### config.mk
export PLATFORM = sky130hd
export DESIGN_NAME = mips_system
export DESIGN_NICKNAME = d
export VERILOG_FILES = /design/src/common/mips_pkg.sv /design/src/cpu/cpu_core.sv /design/src/cpu/cpu_regfile.sv /design/src/hdl/avalon_ram.sv /design/src/hdl/mips_system.sv
export SDC_FILE = /design/constraint.sdc
export NUM_CORES = 2
export LEC_CHECK = 0
export BUFFER_PORTS_ARGS = -buffer_cell sky130_fd_sc_hd__buf_2
export CAP_MARGIN = 25
export CORE_MARGIN = 2
export CORE_UTILIZATION = 32
export DETAILED_ROUTE_END_ITERATION = 10
export SLEW_MARGIN = 20
export SYNTH_ARGS = -nofsm -noshare
export SYNTH_HDL_FRONTEND = slang
export SYNTH_SLANG_ARGS = --single-unit
### constraint.sdc
create_clock -name clk -period 13.25 [get_ports clk]
set_input_delay 1.325 -clock clk [delete_from_list [all_inputs] [get_ports clk]]
set_output_delay 1.325 -clock clk [all_outputs]
set_load 0.03 [all_outputs]
### src/common/mips_pkg.sv
package mips_pkg;

    // A data word as it appears on the bus, in the register file and in the
    // instruction register
    typedef logic [31:0] word_t;

    // Byte address on the Avalon bus
    typedef logic [31:0] addr_t;

    typedef logic [4:0] reg_idx_t;

    // One bit per byte lane, bit 0 is the least significant byte
    typedef logic [3:0] byte_en_t;

    // Primary opcodes, instruction bits 31..26
    localparam logic [5:0] OP_SPECIAL = 6'h00;
    localparam logic [5:0] OP_ADDIU   = 6'h09;
    localparam logic [5:0] OP_LW      = 6'h23;
    localparam logic [5:0] OP_SB      = 6'h28;
    localparam logic [5:0] OP_SW      = 6'h2B;

    // Function field of SPECIAL instructions, bits 5..0
    localparam logic [5:0] FN_JR   = 6'h08;
    localparam logic [5:0] FN_ADDU = 6'h21;

    // Programs are loaded with their first instruction at this address
    localparam addr_t RESET_VECTOR = 32'h0000_0004;

    typedef enum logic [2:0] {
        FETCH,
        FETCH_WAIT,
        EXECUTE,
        MEM,
        MEM_WAIT,
        HALTED
    } core_state_t;

endpackage

### src/cpu/cpu_core.sv
module cpu_core (
    input  logic               clk,
    input  logic               rst,
    output logic               active,

    output mips_pkg::addr_t    address,
    output logic               read,
    output logic               write,
    output mips_pkg::word_t    writedata,
    output mips_pkg::byte_en_t byteenable,
    input  mips_pkg::word_t    readdata,
    input  logic               waitrequest,

    output mips_pkg::reg_idx_t rs_idx,
    output mips_pkg::reg_idx_t rt_idx,
    output logic               wr_en,
    output mips_pkg::reg_idx_t wr_idx,
    output mips_pkg::word_t    wr_data,
    input  mips_pkg::word_t    rs_data,
    input  mips_pkg::word_t    rt_data
);

    import mips_pkg::*;

    core_state_t state;
    addr_t       pc;
    word_t       ir;

    // Address, data and lanes of the pending load or store
    addr_t       mem_addr;
    word_t       mem_wdata;
    byte_en_t    mem_be;

    logic [5:0]  opcode;
    logic [5:0]  funct;
    reg_idx_t    rd_idx;
    word_t       imm_ext;
    word_t       sum;

    logic        is_addiu;
    logic        is_addu;
    logic        is_jr;
    logic        is_lw;
    logic        is_sw;
    logic        is_sb;
    logic        halt;
    logic        fetch_done;
    logic        mem_done;

    // Instruction fields
    assign opcode  = ir[31:26];
    assign funct   = ir[5:0];
    assign rs_idx  = ir[25:21];
    assign rt_idx  = ir[20:16];
    assign rd_idx  = ir[15:11];
    assign imm_ext = {{16{ir[15]}}, ir[15:0]};

    assign is_addiu = (opcode == OP_ADDIU);
    assign is_addu  = (opcode == OP_SPECIAL) && (funct == FN_ADDU);
    assign is_jr    = (opcode == OP_SPECIAL) && (funct == FN_JR);
    assign is_lw    = (opcode == OP_LW);
    assign is_sw    = (opcode == OP_SW);
    assign is_sb    = (opcode == OP_SB);

    // JR to address zero ends the program
    assign halt = is_jr && (rs_data == '0);

    // One adder serves ADDU, ADDIU and the load/store address
    assign sum = rs_data + (is_addu ? rt_data : imm_ext);

    assign fetch_done = ((state == FETCH) || (state == FETCH_WAIT)) && !waitrequest;
    assign mem_done   = ((state == MEM) || (state == MEM_WAIT)) && !waitrequest;

    // Bus outputs follow the state, so they stay put through wait states
    always_comb begin
        address    = pc;
        read       = 1'b0;
        write      = 1'b0;
        writedata  = mem_wdata;
        byteenable = 4'b1111;
        case (state)
            FETCH, FETCH_WAIT: begin
                read = 1'b1;
            end
            MEM, MEM_WAIT: begin
                address    = mem_addr;
                byteenable = mem_be;
                if (is_lw) begin
                    read = 1'b1;
                end else begin
                    write = 1'b1;
                end
            end
            default: begin
                read = 1'b0;
            end
        endcase
    end

    // Register write back, from the adder or from a completed load
    always_comb begin
        wr_en   = 1'b0;
        wr_idx  = rt_idx;
        wr_data = sum;
        if (state == EXECUTE) begin
            if (is_addiu) begin
                wr_en = 1'b1;
            end else if (is_addu) begin
                wr_en  = 1'b1;
                wr_idx = rd_idx;
            end
        end else if (mem_done && is_lw) begin
            wr_en   = 1'b1;
            wr_data = readdata;
        end
    end

    always_ff @(posedge clk) begin
        if (rst) begin
            state  <= FETCH;
            pc     <= RESET_VECTOR;
            active <= 1'b0;
        end else begin
            if (state != HALTED) begin
                active <= 1'b1;
            end
            case (state)
                FETCH: begin
                    state <= waitrequest ? FETCH_WAIT : EXECUTE;
                end
                FETCH_WAIT: begin
                    if (!waitrequest) begin
                        state <= EXECUTE;
                    end
                end
                EXECUTE: begin
                    if (halt) begin
                        state  <= HALTED;
                        active <= 1'b0;
                    end else if (is_jr) begin
                        pc    <= rs_data;
                        state <= FETCH;
                    end else if (is_lw || is_sw || is_sb) begin
                        state <= MEM;
                    end else begin
                        // Unknown opcodes fall through here as no-ops
                        pc    <= pc + 32'd4;
                        state <= FETCH;
                    end
                end
                MEM: begin
                    if (waitrequest) begin
                        state <= MEM_WAIT;
                    end else begin
                        pc    <= pc + 32'd4;
                        state <= FETCH;
                    end
                end
                MEM_WAIT: begin
                    if (!waitrequest) begin
                        pc    <= pc + 32'd4;
                        state <= FETCH;
                    end
                end
                HALTED: begin
                    state <= HALTED;
                end
                default: begin
                    state <= FETCH;
                end
            endcase
        end
    end

    always_ff @(posedge clk) begin
        if (fetch_done) begin
            ir <= readdata;
        end
        if (state == EXECUTE) begin
            mem_addr <= sum;
            if (is_sb) begin
                // Move the byte onto the lane picked by the low address bits
                mem_wdata <= word_t'(rt_data[7:0]) << {sum[1:0], 3'b000};
                mem_be    <= byte_en_t'(4'b0001 << sum[1:0]);
            end else begin
                mem_wdata <= rt_data;
                mem_be    <= 4'b1111;
            end
        end
    end

endmodule

### src/cpu/cpu_regfile.sv
module cpu_regfile (
    input  logic               clk,
    input  logic               rst,
    input  mips_pkg::reg_idx_t rs_idx,
    input  mips_pkg::reg_idx_t rt_idx,
    input  logic               wr_en,
    input  mips_pkg::reg_idx_t wr_idx,
    input  mips_pkg::word_t    wr_data,
    output mips_pkg::word_t    rs_data,
    output mips_pkg::word_t    rt_data,
    output mips_pkg::word_t    register_v0
);

    import mips_pkg::*;

    word_t regs [32];

    // Register 0 always reads as zero, whatever the array holds
    assign rs_data = (rs_idx == '0) ? '0 : regs[rs_idx];
    assign rt_data = (rt_idx == '0) ? '0 : regs[rt_idx];

    // $v0 is where test programs leave their result
    assign register_v0 = regs[2];

    always_ff @(posedge clk) begin
        if (rst) begin
            for (int i = 0; i < 32; i++) begin
                regs[i] <= '0;
            end
        end else if (wr_en && (wr_idx != '0)) begin
            regs[wr_idx] <= wr_data;
        end
    end

endmodule

### src/hdl/avalon_ram.sv
module avalon_ram #(
    parameter int unsigned RAM_WORDS = 64
) (
    input  logic               clk,
    input  logic               rst,

    input  mips_pkg::addr_t    address,
    input  logic               read,
    input  logic               write,
    input  mips_pkg::word_t    writedata,
    input  mips_pkg::byte_en_t byteenable,
    output mips_pkg::word_t    readdata,
    output logic               waitrequest,

    input  logic               load_en,
    input  logic [7:0]         load_addr,
    input  mips_pkg::word_t    load_data
);

    import mips_pkg::*;

    localparam int unsigned IDX_W = $clog2(RAM_WORDS);

    word_t mem [RAM_WORDS];

    logic [IDX_W-1:0] bus_idx;
    logic [IDX_W-1:0] load_idx;
    addr_t            load_byte_addr;

    // High while the first cycle of a read is over and its data is ready
    logic rd_wait;

    // Word index from the byte address, wrapping at the memory size
    assign bus_idx        = address[IDX_W+1:2];
    assign load_byte_addr = addr_t'(load_addr);
    assign load_idx       = load_byte_addr[IDX_W+1:2];

    // A read stalls for exactly one cycle; writes never stall
    assign waitrequest = read && !rd_wait;

    always_ff @(posedge clk) begin
        if (rst) begin
            rd_wait <= 1'b0;
        end else begin
            rd_wait <= read && !rd_wait;
        end
    end

    always_ff @(posedge clk) begin
        if (read && !rd_wait) begin
            readdata <= mem[bus_idx];
        end
    end

    // The preload port wins over a bus write in the same cycle
    always_ff @(posedge clk) begin
        if (load_en) begin
            mem[load_idx] <= load_data;
        end else if (write) begin
            for (int b = 0; b < 4; b++) begin
                if (byteenable[b]) begin
                    mem[bus_idx][8*b +: 8] <= writedata[8*b +: 8];
                end
            end
        end
    end

endmodule

### src/hdl/mips_system.sv
module mips_system #(
    parameter int unsigned RAM_WORDS = 64
) (
    input  logic            clk,
    input  logic            rst,
    input  logic            load_en,
    input  logic [7:0]      load_addr,
    input  mips_pkg::word_t load_data,
    output logic            active,
    output mips_pkg::word_t register_v0
);

    import mips_pkg::*;

    // Avalon bus between the core and the memory
    addr_t    address;
    logic     read;
    logic     write;
    word_t    writedata;
    byte_en_t byteenable;
    word_t    readdata;
    logic     waitrequest;

    // Register file ports
    reg_idx_t rs_idx;
    reg_idx_t rt_idx;
    logic     wr_en;
    reg_idx_t wr_idx;
    word_t    wr_data;
    word_t    rs_data;
    word_t    rt_data;

    cpu_core i_cpu_core (
        .clk         (clk),
        .rst         (rst),
        .active      (active),
        .address     (address),
        .read        (read),
        .write       (write),
        .writedata   (writedata),
        .byteenable  (byteenable),
        .readdata    (readdata),
        .waitrequest (waitrequest),
        .rs_idx      (rs_idx),
        .rt_idx      (rt_idx),
        .wr_en       (wr_en),
        .wr_idx      (wr_idx),
        .wr_data     (wr_data),
        .rs_data     (rs_data),
        .rt_data     (rt_data)
    );

    cpu_regfile i_cpu_regfile (
        .clk         (clk),
        .rst         (rst),
        .rs_idx      (rs_idx),
        .rt_idx      (rt_idx),
        .wr_en       (wr_en),
        .wr_idx      (wr_idx),
        .wr_data     (wr_data),
        .rs_data     (rs_data),
        .rt_data     (rt_data),
        .register_v0 (register_v0)
    );

    avalon_ram #(
        .RAM_WORDS (RAM_WORDS)
    ) i_avalon_ram (
        .clk         (clk),
        .rst         (rst),
        .address     (address),
        .read        (read),
        .write       (write),
        .writedata   (writedata),
        .byteenable  (byteenable),
        .readdata    (readdata),
        .waitrequest (waitrequest),
        .load_en     (load_en),
        .load_addr   (load_addr),
        .load_data   (load_data)
    );

endmodule

==> results.sh <==
export IMPL_outcome="finished clean"
export IMPL_hpwl_um=239000
export IMPL_slowest_stage="dfxtp_4"
export IMPL_clock_sinks=3199
export IMPL_portBuffers=73
export IMPL_crit_required_ns=13.81
export IMPL_chipWidth_um=662
export IMPL_max_slew_margin_pct=27.3
export IMPL_startpoint_type="flop"
export IMPL_p_per_area_mw_per_mm2=194
export IMPL_hp_class="flop to flop"
export IMPL_grt_overflow_total=0
export IMPL_critical_path_arrival_ns=8.72
export IMPL_grt_pass1_vias=78700
export IMPL_fmax_mhz=123
export IMPL_final_hold_viol_count=0
export IMPL_maxCapViolCount=0
export IMPL_crit_fanout=39
export IMPL_grt_use_total_pct=18.1
export IMPL_drc_errors=0
export IMPL_grt_pass1_wl_um=574000
export IMPL_antenna_left=0
export IMPL_clkTransAtPathRegs_ns=0.06
export IMPL_num_rows=241
export IMPL_crit_family="compound AO/OA/AOI/OAI gates"
export IMPL_async_reset_ff_share_pct=0
export IMPL_cts_max_level=5
export IMPL_pre_cts_ws_ns=4.97
export IMPL_io_pins=76
export IMPL_worstMarginPinSlew_ns=1.08
export IMPL_routedWlPerCell_um=29.2
export IMPL_ys_warn_count=0
export IMPL_synth_area_mm2=0.139
export IMPL_finalCritPeriodShare_pct=61.5
export IMPL_yosysTopAreaCellShare_pct=68.9
export IMPL_rsz0062_at_grt="no"
export IMPL_insertion_delay_ns=0.90
export IMPL_drive_gt1_share_pct=25.1
export IMPL_leakage_nw=50.0
export IMPL_cts_tree="done"
export IMPL_antenna_found_initial=16
export IMPL_seq_area_frac_synth_pct=69.2
export IMPL_nets=8005
export IMPL_area_growth_pct=13.4
export IMPL_die_height_um=662
export IMPL_fillers=39500
export IMPL_cts_buffers_inserted=330
export IMPL_clock_skew_ns=0.0957
export IMPL_clockBufferDepth=4
export IMPL_drtIter0Drc=9817
export IMPL_ctsResizeCount=0
export IMPL_ys_ff_latch=3199
export IMPL_post_cts_buffers=0
export IMPL_cp_end_kind="flop"
export IMPL_vdd_drop_max_mv=0.182
export IMPL_synth_area_leader_cell="edfxtp_1"
export IMPL_syn_area_per_cell_um2=17.5
export IMPL_design_die_area_mm2=0.438
export IMPL_synth_edf_count=3178
export IMPL_crit_chain="buf_4, mux4_2, mux4_2, mux2_2, nand2_1, a21boi_0, ha_1, fa_1, a21o_1, a21oi_1, o21ai_0, a211oi_1, o21ai_0, a211oi_1, o41ai_1, xnor2_1, mux2i_4, buf_16, nor2_1"
export IMPL_layout_common_cells="3178 x edfxtp_1, 1271 x nor2_1, 1082 x mux4_2"
export IMPL_ctsHoldBuffers=0
export IMPL_finalSetupViolCount=0
export IMPL_drv_slew=0
export IMPL_gp_congestion=0.877
export IMPL_synthCells=7899
export IMPL_ys_top_cells_by_area="edfxtp_1 69%, mux4_2 18%, nor2_1 3.5%"
export IMPL_grt_max_degree=135
export IMPL_setup_tns_final_ns=0
export IMPL_final_common_cell="edfxtp_1"
export IMPL_fp_coreArea_mm2=0.431
export IMPL_finalCriticalPeriod_ns=8.15
export IMPL_synth_ff_type="edfxtp_1"
export IMPL_wl_um=405000
export IMPL_initial_core_util_pct=32.2
export IMPL_crit_type="flop to flop"
export IMPL_viasPerCell=5.57
export IMPL_clk_root_buffer_cell="clkbuf_16"
export IMPL_setup_slack_ns=5.10
export IMPL_dr_total_vias=77400
export IMPL_drtPass1Iterations=7
export IMPL_synth_cell_types=72
export IMPL_critPathBufInv=2
export IMPL_crit_path_max_incr_delay_ns=0.88
[synth_stat cells, types with 5 or more instances]
cell	n
dfxtp_1	21
or3_1	7
inv_1	16
a2111oi_0	7
nor2b_1	12
mux2_2	42
o21ai_0	56
o21a_1	9
a211o_1	17
a21boi_0	5
mux2i_1	132
xor2_1	7
a21o_1	18
o31a_1	5
and2_1	102
a211oi_1	103
nand3_1	20
a311oi_1	96
buf_2	25
clkbuf_1	474
mux4_2	1082
o2111a_1	9
buf_6	12
nand2_1	530
o31ai_1	5
nand2b_1	45
or2_2	6
o21bai_1	11
a31oi_1	58
edfxtp_1	3178
buf_1	121
nor3_1	56
a21oi_1	112
nor2_1	1274
or4_1	6
a22oi_1	32
nand4_1	8
o22ai_1	55
mux4_1	16
xnor2_1	18
nor4_1	10
ha_1	32
[power breakdown]
part           switching (mW)  leakage [nW]  internal (mW)  total (mW)
logic                    6.21          14.7           3.28        9.49
registers               0.331          30.2           11.5        11.8
clock network            3.89          5.13           5.32        9.21
total                    10.4          50.0           20.1        30.5
[state kept, by name, summed over array words and instances, names as in the netlist, named ones only]
signal	count
i_avalon_ram.mem	2048
i_cpu_core.state	3
i_cpu_core.writedata	32
i_cpu_regfile.regs	1024
i_cpu_core.ir	32
i_avalon_ram.rd_wait	1
i_avalon_ram.readdata	32
i_cpu_core.mem_be	4
i_cpu_core.mem_addr	6
i_cpu_core.active	1
i_cpu_core.pc	6
[final cells by class]
type / count / area (um^2) / share of cell area, %
Sequential cell: 3199 / 95900 / 61.0
Multi-Input combinational cell: 4075 / 40900 / 26.1
Clock buffer: 399 / 8740 / 5.56
Tap cell: 5710 / 7140 / 4.55
Timing Repair Buffer: 305 / 2580 / 1.64
Clock inverter: 181 / 1760 / 1.12
Inverter: 18 / 67.6 / 0.0430
Antenna cell: 10 / 25.0 / 0.0159
[through the flow]
stage	cells	power (mW)	area [um^2]	utilization, %	hold slack (ns)
2_1_floorplan	7930	17.4	139000	-	0.417
5_1_grt	13900	31.4	157000	36.5	0.482
6_report	13900	30.5	157000	36.5	0.471
3_3_place_gp	13300	20.7	146000	33.9	0.476
3_5_place_dp	13300	20.9	146000	33.9	0.474
4_1_cts	13900	30.1	157000	36.4	0.478
[final timing paths]
check	start	end	slack [ns]	cells after the start
worst max register to register	flop	i_cpu_regfile.regs[28][30]$_SDFFCE_PN0P_	5.10	19
worst min-delay path	i_avalon_ram.readdata[8]$_DFFE_PP_	i_cpu_core.ir[8]$_DFFE_PP_	0.47	0
worst min register to register	i_avalon_ram.readdata[8]$_DFFE_PP_	i_cpu_core.ir[8]$_DFFE_PP_	0.47	0
worst max-delay path	flop	i_cpu_regfile.regs[28][30]$_SDFFCE_PN0P_	5.10	19
[kinds of logic (layout without fill, tap and decap cells)]
group	count (synthesis)	count (layout)	share of synthesized area (%)
flip-flops	3199	3199	69.2
AND/OR/NAND/NOR	2098	2098	6.18
multiplexers	1272	1272	19.2
buffers and inverters	656	903	1.90
AO/OA/AOI/OAI	615	615	3.08
adder cells (fa/ha/maj)	33	33	0.303
XOR/XNOR	25	25	0.158
other	1	42	0.00271
[layer usage]
layer / vias up / global-route usage [%] / share of wire (%)
li1: 31600 / - / -
met1: 40800 / 23.5 / 37
met2: 4118 / 29.5 / 48
met3: 817 / 4.34 / 10
met4: 16 / 6.77 / 4.0
met5: - / 0 / 0.029
(Power assumes the default switching activity.)
